File: src/logic/cplx_defines.svh
`ifndef CPLX_DEFINES_SVH
`define CPLX_DEFINES_SVH

// datapath widths
`define CPLX_DATA_WIDTH    16  // one I or Q part, Q1.15
`define CPLX_PORTA_WIDTH   30  // core A port
`define CPLX_PORTB_WIDTH   18  // core B port
`define CPLX_PORTP_WIDTH   48  // core P / accumulator
`define CPLX_FRAC_BITS     15  // combine stage scaling shift
`define CPLX_ALU_LAT       3   // A/B, M, P register stages
`define CPLX_NUM_CORES     4   // ac, bd, bc, ad

// op codes carried with each beat
`define CPLX_OP_MUL        2'b00  // (a+jb)(c+jd)
`define CPLX_OP_CMUL       2'b01  // (a+jb)(c-jd)
`define CPLX_OP_MAC        2'b10  // running sum of (a+jb)(c+jd)

// core ALU mode, 4 bits per core
`define CPLX_ALUMODE_WIDTH 4
`define CPLX_ALUMODE_ADD   4'b0000  // z + x
`define CPLX_ALUMODE_NEG   4'b0011  // z - x

// core operation mode, {z[2:0], y/x[3:0]}
`define CPLX_OPMODE_WIDTH  7
`define CPLX_OPM_X_WIDTH   4
`define CPLX_OPM_X_ZERO    4'b0000  // x = 0
`define CPLX_OPM_X_MULT    4'b0101  // x = m
`define CPLX_OPM_Z_ZERO    3'b000   // z = 0
`define CPLX_OPM_Z_P       3'b010   // z = p, accumulate

`endif

File: src/logic/cplx_pkg.sv
`include "cplx_defines.svh"

package cplx_pkg;

	//////////////////////////////////////////////////
	// sample and complex word
	//////////////////////////////////////////////////

	// one Q1.15 part
	typedef logic [`CPLX_DATA_WIDTH-1:0] sample_t;

	// I in upper half, Q in lower half
	typedef logic [2*`CPLX_DATA_WIDTH-1:0] cplx_t;

	typedef logic [1:0] cplx_op_t; // MUL, CMUL, MAC

	//////////////////////////////////////////////////
	// core ports and mode fields
	//////////////////////////////////////////////////

	typedef logic [`CPLX_PORTA_WIDTH-1:0] porta_t; // carries c or d
	typedef logic [`CPLX_PORTB_WIDTH-1:0] portb_t; // carries a or b
	typedef logic [`CPLX_PORTP_WIDTH-1:0] portp_t; // product and sum

	typedef logic [`CPLX_ALUMODE_WIDTH-1:0] alumode_t;
	typedef logic [`CPLX_OPMODE_WIDTH-1:0]  opmode_t;

endpackage

File: src/logic/complex_alu.sv
`timescale 1ns/1ps
`include "cplx_defines.svh"

module complex_alu (
	input  logic            clk,
	input  logic            arst_n_i,
	input  logic            ce_i,
	input  cplx_pkg::cplx_t din_1_i, // a + jb
	input  cplx_pkg::cplx_t din_2_i, // c + jd
	input  logic [`CPLX_NUM_CORES*`CPLX_ALUMODE_WIDTH-1:0] alumode_i,
	input  logic [`CPLX_NUM_CORES*`CPLX_OPMODE_WIDTH-1:0]  opmode_i,
	output cplx_pkg::cplx_t dout_o
);
	import cplx_pkg::*;

	localparam int NC = `CPLX_NUM_CORES;
	localparam int AX = `CPLX_PORTA_WIDTH - `CPLX_DATA_WIDTH; // a port sign bits
	localparam int BX = `CPLX_PORTB_WIDTH - `CPLX_DATA_WIDTH; // b port sign bits

	sample_t a_s, b_s, c_s, d_s;
	porta_t  a_op [NC]; // index 0 is core 1
	portb_t  b_op [NC];
	portp_t  p_res [NC];
	portp_t  i_sum, q_sum;
	sample_t i_res, q_res;
	cplx_t   dout_q;

	assign a_s = din_1_i[2*`CPLX_DATA_WIDTH-1:`CPLX_DATA_WIDTH];
	assign b_s = din_1_i[`CPLX_DATA_WIDTH-1:0];
	assign c_s = din_2_i[2*`CPLX_DATA_WIDTH-1:`CPLX_DATA_WIDTH];
	assign d_s = din_2_i[`CPLX_DATA_WIDTH-1:0];

	//////////////////////////////////////////////////
	// operand map, second factor on A
	//////////////////////////////////////////////////
	assign a_op[0] = {{AX{c_s[`CPLX_DATA_WIDTH-1]}}, c_s}; // ac
	assign b_op[0] = {{BX{a_s[`CPLX_DATA_WIDTH-1]}}, a_s};
	assign a_op[1] = {{AX{d_s[`CPLX_DATA_WIDTH-1]}}, d_s}; // bd
	assign b_op[1] = {{BX{b_s[`CPLX_DATA_WIDTH-1]}}, b_s};
	assign a_op[2] = {{AX{c_s[`CPLX_DATA_WIDTH-1]}}, c_s}; // bc
	assign b_op[2] = {{BX{b_s[`CPLX_DATA_WIDTH-1]}}, b_s};
	assign a_op[3] = {{AX{d_s[`CPLX_DATA_WIDTH-1]}}, d_s}; // ad
	assign b_op[3] = {{BX{a_s[`CPLX_DATA_WIDTH-1]}}, a_s};

	for (genvar k = 0; k < NC; k++) begin : g_core
		dsp_alu u_dsp (
			.clk       (clk),
			.arst_n_i  (arst_n_i),
			.ce_i      (ce_i),
			.a_i       (a_op[k]),
			.b_i       (b_op[k]),
			.alumode_i (alumode_i[(NC-1-k)*`CPLX_ALUMODE_WIDTH +: `CPLX_ALUMODE_WIDTH]),
			.opmode_i  (opmode_i[(NC-1-k)*`CPLX_OPMODE_WIDTH +: `CPLX_OPMODE_WIDTH]),
			.p_o       (p_res[k])
		);
	end

	//////////////////////////////////////////////////
	// combine, scale, wrap to 16 bits
	//////////////////////////////////////////////////
	assign i_sum = p_res[0] + p_res[1]; // sign of bd set by alumode
	assign q_sum = p_res[2] + p_res[3]; // sign of ad set by alumode
	assign i_res = sample_t'(i_sum >> `CPLX_FRAC_BITS); // plain truncation
	assign q_res = sample_t'(q_sum >> `CPLX_FRAC_BITS);

	always_ff @(posedge clk) begin
		if (ce_i) begin
			dout_q <= {i_res, q_res};
		end
	end

	assign dout_o = dout_q;

endmodule

File: src/logic/cplx_mac_top.sv
`timescale 1ns/1ps
`include "cplx_defines.svh"

module cplx_mac_top (
	input  logic               clk,
	input  logic               arst_n_i,
	input  logic               in_valid_i,
	input  cplx_pkg::cplx_op_t op_i,
	input  logic               acc_first_i,
	input  cplx_pkg::cplx_t    din_1_i,     // a + jb
	input  cplx_pkg::cplx_t    din_2_i,     // c + jd
	input  logic               out_ready_i,
	output logic               in_ready_o,
	output logic               out_valid_o,
	output cplx_pkg::cplx_t    dout_o
);

	logic pipe_ce; // freezes every stage on stall
	logic in_fire;
	logic [`CPLX_NUM_CORES*`CPLX_ALUMODE_WIDTH-1:0] core_alumode; // core 1 in msbs
	logic [`CPLX_NUM_CORES*`CPLX_OPMODE_WIDTH-1:0]  core_opmode;

	cplx_pipe_ctrl u_ctrl (
		.clk         (clk),
		.arst_n_i    (arst_n_i),
		.in_valid_i  (in_valid_i),
		.out_ready_i (out_ready_i),
		.in_ready_o  (in_ready_o),
		.in_fire_o   (in_fire),
		.ce_o        (pipe_ce),
		.out_valid_o (out_valid_o)
	);

	cplx_op_decoder u_dec (
		.clk         (clk),
		.arst_n_i    (arst_n_i),
		.ce_i        (pipe_ce),
		.in_fire_i   (in_fire),
		.op_i        (op_i),
		.acc_first_i (acc_first_i),
		.alumode_o   (core_alumode),
		.opmode_o    (core_opmode)
	);

	complex_alu u_alu (
		.clk       (clk),
		.arst_n_i  (arst_n_i),
		.ce_i      (pipe_ce),
		.din_1_i   (din_1_i),
		.din_2_i   (din_2_i),
		.alumode_i (core_alumode),
		.opmode_i  (core_opmode),
		.dout_o    (dout_o)
	);

endmodule

File: src/logic/cplx_op_decoder.sv
`timescale 1ns/1ps
`include "cplx_defines.svh"

module cplx_op_decoder (
	input  logic                clk,
	input  logic                arst_n_i,
	input  logic                ce_i,        // pipeline advance
	input  logic                in_fire_i,   // beat accepted this edge
	input  cplx_pkg::cplx_op_t  op_i,
	input  logic                acc_first_i, // restart MAC sum
	output logic [`CPLX_NUM_CORES*`CPLX_ALUMODE_WIDTH-1:0] alumode_o,
	output logic [`CPLX_NUM_CORES*`CPLX_OPMODE_WIDTH-1:0]  opmode_o
);
	import cplx_pkg::*;

	localparam int NC      = `CPLX_NUM_CORES;
	localparam int DLY     = `CPLX_ALU_LAT - 1; // decode to P stage
	localparam int CORE_BD = NC - 2;            // core 2 slice
	localparam int CORE_AD = NC - 4;            // core 4 slice

	localparam opmode_t OPM_BUBBLE = {`CPLX_OPM_Z_P, `CPLX_OPM_X_ZERO};    // hold p
	localparam opmode_t OPM_PROD   = {`CPLX_OPM_Z_ZERO, `CPLX_OPM_X_MULT}; // p = +-m
	localparam opmode_t OPM_ACC    = {`CPLX_OPM_Z_P, `CPLX_OPM_X_MULT};    // p = p +- m

	alumode_t [NC-1:0] alu_d; // core 1 in msb slice
	opmode_t  [NC-1:0] opm_d;
	alumode_t [NC-1:0] alu_q [DLY];
	opmode_t  [NC-1:0] opm_q [DLY];

	always_comb begin
		alu_d = {NC{`CPLX_ALUMODE_ADD}};
		opm_d = {NC{OPM_BUBBLE}}; // idle cycles keep every sum
		if (in_fire_i) begin
			case (op_i)
				`CPLX_OP_MUL: begin
					alu_d[CORE_BD] = `CPLX_ALUMODE_NEG; // ac - bd
					opm_d          = {NC{OPM_PROD}};
				end
				`CPLX_OP_CMUL: begin
					alu_d[CORE_AD] = `CPLX_ALUMODE_NEG; // bc - ad
					opm_d          = {NC{OPM_PROD}};
				end
				`CPLX_OP_MAC: begin
					alu_d[CORE_BD] = `CPLX_ALUMODE_NEG;
					opm_d          = acc_first_i ? {NC{OPM_PROD}} : {NC{OPM_ACC}};
				end
				default: ; // unused code, left as bubble
			endcase
		end
	end

	// line the modes up with the product
	always_ff @(posedge clk or negedge arst_n_i) begin
		if (!arst_n_i) begin
			for (int i = 0; i < DLY; i++) begin
				alu_q[i] <= {NC{`CPLX_ALUMODE_ADD}};
				opm_q[i] <= {NC{OPM_BUBBLE}};
			end
		end else if (ce_i) begin
			alu_q[0] <= alu_d;
			opm_q[0] <= opm_d;
			for (int i = 1; i < DLY; i++) begin
				alu_q[i] <= alu_q[i-1];
				opm_q[i] <= opm_q[i-1];
			end
		end
	end

	assign alumode_o = alu_q[DLY-1];
	assign opmode_o  = opm_q[DLY-1];

	a_op_known: assert property (@(posedge clk) disable iff (!arst_n_i)
		in_fire_i |-> op_i inside {`CPLX_OP_MUL, `CPLX_OP_CMUL, `CPLX_OP_MAC})
		else $error("cplx_op_decoder: accepted undefined op %b", op_i);

endmodule

File: src/logic/cplx_pipe_ctrl.sv
`timescale 1ns/1ps
`include "cplx_defines.svh"

module cplx_pipe_ctrl (
	input  logic clk,
	input  logic arst_n_i,
	input  logic in_valid_i,
	input  logic out_ready_i,
	output logic in_ready_o,
	output logic in_fire_o,   // beat accepted
	output logic ce_o,        // global pipeline enable
	output logic out_valid_o
);

	localparam int DEPTH = `CPLX_ALU_LAT + 1; // core stages plus combine reg

	logic [DEPTH-1:0] vld_q; // bit 0 is the operand stage

	// stall only when a finished result is not taken
	assign ce_o        = !(vld_q[DEPTH-1] && !out_ready_i);
	assign in_ready_o  = ce_o;
	assign in_fire_o   = in_valid_i && ce_o;
	assign out_valid_o = vld_q[DEPTH-1];

	always_ff @(posedge clk or negedge arst_n_i) begin
		if (!arst_n_i) begin
			vld_q <= '0;
		end else if (ce_o) begin
			vld_q <= {vld_q[DEPTH-2:0], in_fire_o}; // shift in with the data
		end
	end

	// a held result must survive until it is taken
	a_out_hold: assert property (@(posedge clk) disable iff (!arst_n_i)
		out_valid_o && !out_ready_i |=> out_valid_o)
		else $error("cplx_pipe_ctrl: result dropped under back-pressure");

endmodule

File: src/logic/dsp_alu.sv
`timescale 1ns/1ps
`include "cplx_defines.svh"

module dsp_alu (
	input  logic              clk,
	input  logic              arst_n_i,
	input  logic              ce_i,       // pipeline advance
	input  cplx_pkg::porta_t   a_i,
	input  cplx_pkg::portb_t   b_i,
	input  cplx_pkg::alumode_t alumode_i,  // valid at the P stage
	input  cplx_pkg::opmode_t  opmode_i,   // valid at the P stage
	output cplx_pkg::portp_t   p_o
);
	import cplx_pkg::*;

	porta_t a_q; // operand regs
	portb_t b_q;
	portp_t m_q; // product reg
	portp_t p_q; // accumulator
	portp_t x_mux;
	portp_t z_mux;

	logic [`CPLX_OPM_X_WIDTH-1:0]                    opm_x; // x select
	logic [`CPLX_OPMODE_WIDTH-`CPLX_OPM_X_WIDTH-1:0] opm_z; // z select

	assign opm_x = opmode_i[`CPLX_OPM_X_WIDTH-1:0];
	assign opm_z = opmode_i[`CPLX_OPMODE_WIDTH-1:`CPLX_OPM_X_WIDTH];

	// stages 1 and 2, operands then signed product
	always_ff @(posedge clk) begin
		if (ce_i) begin
			a_q <= a_i;
			b_q <= b_i;
			m_q <= $signed(a_q) * $signed(b_q); // 30x18 fits 48
		end
	end

	always_comb begin
		case (opm_x)
			`CPLX_OPM_X_MULT: x_mux = m_q;
			default:          x_mux = '0; // bubble, no product
		endcase
		case (opm_z)
			`CPLX_OPM_Z_P: z_mux = p_q; // feedback
			default:       z_mux = '0;  // fresh start
		endcase
	end

	// stage 3, post adder
	always_ff @(posedge clk or negedge arst_n_i) begin
		if (!arst_n_i) begin
			p_q <= '0;
		end else if (ce_i) begin
			case (alumode_i)
				`CPLX_ALUMODE_NEG: p_q <= z_mux - x_mux;
				default:           p_q <= z_mux + x_mux;
			endcase
		end
	end

	assign p_o = p_q;

	// decoder must only ever hand us the two x and two z codes
	property p_opmode_legal;
		@(posedge clk) disable iff (!arst_n_i)
		ce_i |-> (opm_x inside {`CPLX_OPM_X_ZERO, `CPLX_OPM_X_MULT}) &&
			(opm_z inside {`CPLX_OPM_Z_ZERO, `CPLX_OPM_Z_P});
	endproperty
	a_opmode_legal: assert property (p_opmode_legal)
		else $error("dsp_alu: undefined opmode field %b", opmode_i);

endmodule

File: config.mk
export PLATFORM = sky130hd
export DESIGN_NAME = cplx_mac_top
export DESIGN_NICKNAME = d
export VERILOG_FILES = /design/src/logic/cplx_pkg.sv /design/src/logic/complex_alu.sv /design/src/logic/cplx_mac_top.sv /design/src/logic/cplx_op_decoder.sv /design/src/logic/cplx_pipe_ctrl.sv /design/src/logic/dsp_alu.sv
export VERILOG_INCLUDE_DIRS = /design/src /design/src/logic
export SDC_FILE = /design/constraint.sdc
export NUM_CORES = 2
export LEC_CHECK = 0
export BUFFER_PORTS_ARGS = -buffer_cell sky130_fd_sc_hd__buf_2
export CORE_ASPECT_RATIO = 1.75
export CORE_MARGIN = 2
export CORE_UTILIZATION = 31
export DETAILED_ROUTE_END_ITERATION = 8
export GPL_TIMING_DRIVEN = 0
export PLACE_DENSITY_LB_ADDON = 0.25
export SETUP_SLACK_MARGIN = 0.5
export SLEW_MARGIN = 20
export SYNTH_ARGS = -nofsm -noshare
export SYNTH_HDL_FRONTEND = slang
export SYNTH_SLANG_ARGS = --single-unit
export TNS_END_PERCENT = 10
File: constraint.sdc
create_clock -name clk -period 8.6 [get_ports clk]
set_input_delay 0.43 -clock clk [delete_from_list [all_inputs] [get_ports clk]]
set_output_delay 0.43 -clock clk [all_outputs]
set_load 0.005 [all_outputs]
After elaboration in Yosys (flattened, before gate mapping)
Index checks and enable logic that the tools add are counted.

storage, ports and cells
  word-level logic and storage cells = 74
  output and inout port bits = 34
  register bits after elaboration = 556

operators by class
  equal/unequal tests = 12
  add/sub/neg operators = 8
  mux-type cells = 17
  reductions and logical operators = 7
  $mul = 4

operators with widths
  operator                                                         count
  48-bit two-way mux                                               10
  48-bit adder                                                     4
  16-bit by 16-bit multiplier with 32-bit output                   4
  48-bit subtractor                                                2
  31-bit adder                                                     2
  28-bit one-hot mux with 2 select lines                           1
  28-bit two-way mux                                               1
  27-bit two-way mux                                               1
  4-bit by 3-bit == test with 1-bit output, second input constant  4
  3-bit by 2-bit == test with 1-bit output, second input constant  4
  4-bit by 2-bit == test with 1-bit output, second input constant  2
  2-bit two-way mux                                                3
  4-bit two-way mux                                                1
  2-bit OR reduction                                               2
  2-bit by 1-bit == test with 1-bit output, second input constant  1
  2-bit == test, second input constant                             1
  1-bit logical AND                                                2
  1-bit zero test                                                  2
  2-bit zero test                                                  1

Depth between registers and ports, before layout
  depth in word-level cells = 5
  gate-level depth with buffers = 27
  mapped depth without buffers = 25

By module
A second synthesis with hierarchy kept.

second synthesis, totals
  cells, all modules = 12551
  area total of the unflattened synthesis = 115248.0 sq um

by module, submodules not included
  module                            times used  cells an instance  area each (sq um)
  dsp_alu at u_alu.g_core[0].u_dsp  1           3066               27970.6
  dsp_alu at u_alu.g_core[1].u_dsp  1           3036               27757.9
  dsp_alu at u_alu.g_core[3].u_dsp  1           3025               27735.4
  dsp_alu at u_alu.g_core[2].u_dsp  1           3008               27690.3
  complex_alu                       1           333                3221.8
  cplx_op_decoder                   1           71                 689.4
  cplx_pipe_ctrl                    1           12                 182.7

Worst setup path before layout
No wires, ideal clock.

  kind = register to register
  start = register u_ctrl.vld_q[3]
  end = register u_alu.dout_q[0], in the netlist u_alu.dout_o[0] (enable)
  data required time = 7.929 ns
  setup slack = 0.730 ns
  setup time = 0.671 ns
  cell stages (with the launch flop) = 6
  data arrival time = 7.199 ns
  cells stage by stage = dfrtp_1 -> nor2b_1 -> clkbuf_1 -> inv_2 -> clkbuf_1 -> buf_1

on the way
  longest elaborated chain between the ends = 1

RTL lines
  element                 line                  source
  from (decl)             cplx_pipe_ctrl.sv:17  logic [DEPTH-1:0] vld_q;
  from (signal assigned)  cplx_pipe_ctrl.sv:29  vld_q <= {vld_q[DEPTH-2:0], in_fire_o};
  1-bit logical AND       cplx_pipe_ctrl.sv:20  assign ce_o = !(vld_q[DEPTH-1] && !out_ready_i);
  to (signal assigned)    complex_alu.sv:68     dout_q <= {i_res, q_res};
  to (decl)               complex_alu.sv:26     cplx_t dout_q;

No other way between the ends.
A chain may end at the register's enable or synchronous reset.

==> flow_summary.json <==
{
  "synth_top_family_by_area": "adder cells",
  "timing.final.ws_setup_ns": 0.680,
  "synth_mux_area_frac": 0.000918,
  "antenna_found_initial": 15,
  "fin_crit_ns": 7.92,
  "cts_buffers": 40,
  "dieArea_mm2": 0.197,
  "dpl.hpwl_um": 191000,
  "max_slew_margin": 0.111,
  "grt_util_met3": 0.0275,
  "ys_warn_count": 0,
  "cts_buffer_depth": 3,
  "met2_usage": 0.426,
  "synth.avg_cell_area_um2": 9.34,
  "first_pass_iters": 5,
  "cp_cell_sequence": "clkbuf_1, and2_1, fa_1, inv_1, fa_1, fa_1, fa_1, inv_1, fa_1, fa_1, ha_1, a21o_1, nor4_1, a21oi_1, a31oi_1, o21ai_1, nand4_1, a211o_1, a31oi_1, a21o_1, a21oi_1, xnor2_1",
  "cpMostUsedCell": "fa_1",
  "synth.yosys.seq_area_share": 0.167,
  "cts_tree": "yes",
  "num_rows": 213,
  "place_area_mm2": 0.0640,
  "period_share": 0.921,
  "drive_gt1_frac": 0.0397,
  "postRouteAntennaNets": 0,
  "synth_area_mm2": 0.0600,
  "slowest_stage": "clkbuf_1",
  "hold_class": "in2reg",
  "finalNonFillerCells": 9262,
  "ys_seq_elements": 356,
  "htreeDepth": 2,
  "slew_viol_final": 0,
  "finalWirelength_um": 227000,
  "ctsRootBufferMaster": "clkbuf_16",
  "synthAdderAreaFrac": 0.447,
  "grt-ovfl-total": 0,
  "final_area_mm2": 0.0660,
  "clock_latency_ns": 0.65,
  "layout_common_cells": "inv_1, fa_1, nand2_1, and2_1, ha_1",
  "io_pins": 105,
  "num_vias": 45740,
  "slowest_delay_ns": 0.85,
  "run_status": "complete, no violations",
  "vias_per_cell": 4.94,
  "final-hold-violation-count": 0,
  "met1_usage": 0.229,
  "start_util": 0.312,
  "coreArea_mm2": 0.192,
  "dieWidth_um": 337,
  "mappedNetlistNets": 8024,
  "worst_slew_pin_slew_ns": 1.33,
  "synth_compound_area_frac": 0.0888,
  "cp_max_fo": 10,
  "cp-start-kind": "register",
  "grt_pass1_wl_um": 332000,
  "rsz0062_at_grt": "true",
  "die_h_um": 586,
  "drtIter0Drc": 2502,
  "dp_cells": 9120,
  "synth_cell_type_count": 87,
  "port_buffers": 104,
  "fin_nets": 8245,
  "cp-end-kind": "register",
  "post_drt_wl_per_cell_um": 24.5,
  "layout_commonest_cell": "inv_1",
  "synth-async-reset-ratio": 0.382,
  "fin_skew_ns": 0.0349,
  "setup_violations": 0,
  "synthToLayoutAreaGrowth_pct": 10.1,
  "arrival_ns": 8.26,
  "busiest_layer": "met2",
  "post-place-ws_ns": -0.447,
  "grt_pass1_vias": 50875,
  "cap_violations": 0,
  "syn_inst": 6425,
  "synth_edf_count": 220,
  "grt_max_degree": 85,
  "track_usage": 0.235,
  "synth-xor-area-share": 0.0441,
  "synth_simple_gate_area_frac": 0.162,
  "ys.flop_type": "edfxtp_1",
  "max_freq_ghz": 0.126,
  "final.setup.tns_ns": 0,
  "crit_type": "reg2reg",
  "drc": 0,
  "clkSlewWorstSetupHoldPaths_ns": 0.07,
  "gp_congestion": 0.970,
  "required_ns": 8.94,
  "cts_setup_buffers": 0,
  "clkSinkCount": 356
}
## worst max-delay path, delay by kind of cell (launching register included)
family / cells / cell delay (ns)
adder cells (fa/ha/maj): 7 / 3.18
AND/OR/NAND/NOR: 3 / 0.56
XOR/XNOR: 1 / 0.53
AO/OA/AOI/OAI: 8 / 1.80
flip-flops: 1 / 0.51
buffers and inverters: 3 / 1.00
## synth_stat cells (all sizes together), types with 25 or more instances
master,number,area share
inv,1167,0.073
fa,1028,0.34
nand2,740,0.046
and2,657,0.069
ha,500,0.10
a21oi,275,0.023
clkbuf,258,0.016
nor2,257,0.016
edfxtp,220,0.11
xnor2,188,0.027
o21ai,187,0.016
dfrtp,134,0.056
a21o,121,0.015
xor2,114,0.017
nand3,59,0.0049
nand2b,58,0.0060
nor3,40,0.0036
o21a,36,0.0045
nor2b,32,0.0033
and3,30,0.0032
a211oi,25,0.0034
o21bai,25,0.0032
or3,25,0.0026
## cell families (layout without fill, tap and decap cells)
| family | after synthesis | in the layout |
|---|---|---|
| simple gates | 1961 | 1961 |
| buf+inv | 1437 | 1690 |
| flops | 356 | 356 |
| xor+xnor | 302 | 302 |
| mux | 5 | 5 |
| fa+ha+maj | 1528 | 1528 |
| compound gates | 836 | 836 |
| other cells | 0 | 4 |
## final timing paths
| check | slack [ns] | cells after the start | end | startpoint |
|---|---|---|---|---|
| setup / recovery | 0.68 | 22 | u_alu.g_core[3].u_dsp.m_q[29] | u_alu.g_core[0].u_dsp.b_q[6] |
| hold / removal | 0.05 | 1 | u_alu.g_core[1].u_dsp.b_q[0] | din_1_i[0] |
| setup reg to reg | 0.68 | 22 | u_alu.g_core[3].u_dsp.m_q[29] | u_alu.g_core[0].u_dsp.b_q[6] |
| hold reg to reg | 0.46 | 2 | u_ctrl.vld_q[2] | u_ctrl.vld_q[2] |
| max in group asynchronous | 7.35 | 3 | u_alu.g_core[3].u_dsp.p_o[16] | arst_n_i |
| min in group asynchronous | 0.32 | 2 | u_alu.g_core[0].u_dsp.p_o[25] | arst_n_i |
## per-layer routing
metal	vias to the layer above	wire [um]
met5	-	19
met4	4	26800
met3	716	9720
met2	1437	116000
met1	23050	74500
li1	20533	-
## metrics by stage
step | hold slack [ns] | util
global placement | 0.447 | 0.331
CTS | 0.0324 | 0.343
floorplan | 0.134 | -
global route | 0.0588 | 0.343
finish | 0.0536 | 0.343
detailed placement | 0.400 | 0.332
## state kept, by name, indices dropped and copies added, names as in the netlist
| name | cells |
|---|---|
| u_alu.g_core.u_dsp.m_q | 124 |
| u_alu.g_core.u_dsp.p_o | 124 |
| u_alu.g_core.u_dsp.b_q | 32 |
| u_dec.alu_q | 2 |
| u_ctrl.vld_q | 4 |
| u_alu.g_core.u_dsp.a_q | 32 |
| u_alu.dout_o | 32 |
| u_dec.alumode_o | 2 |
| u_dec.opm_q | 2 |
| u_dec.opmode_o | 2 |
## layout make-up
| cell class | instances | area (um2) |
|---|---|---|
| Timing Repair Buffer | 179 | 1380 |
| Multi-Input combinational cell | 4632 | 44600 |
| Buffer | 270 | 1070 |
| Sequential cell | 356 | 10000 |
| Clock buffer | 46 | 1030 |
| Fill cell | 20048 | 126000 |
| Antenna cell | 4 | 10.0 |
| Inverter | 1167 | 4380 |
| Tap cell | 2580 | 3230 |
| Clock inverter | 28 | 333 |
## repair_timing
item / CTS / global route
resized for setup: 12 / 42
hold buffers: 63 / 0
pin swaps: 0 / 0
endpoints found under the hold margin: 114 / 0
endpoints found under the setup margin: 17 / 10
Power is not shown: default switching activity piles up to over one toggle a cycle in this logic, so the estimate is an artifact.
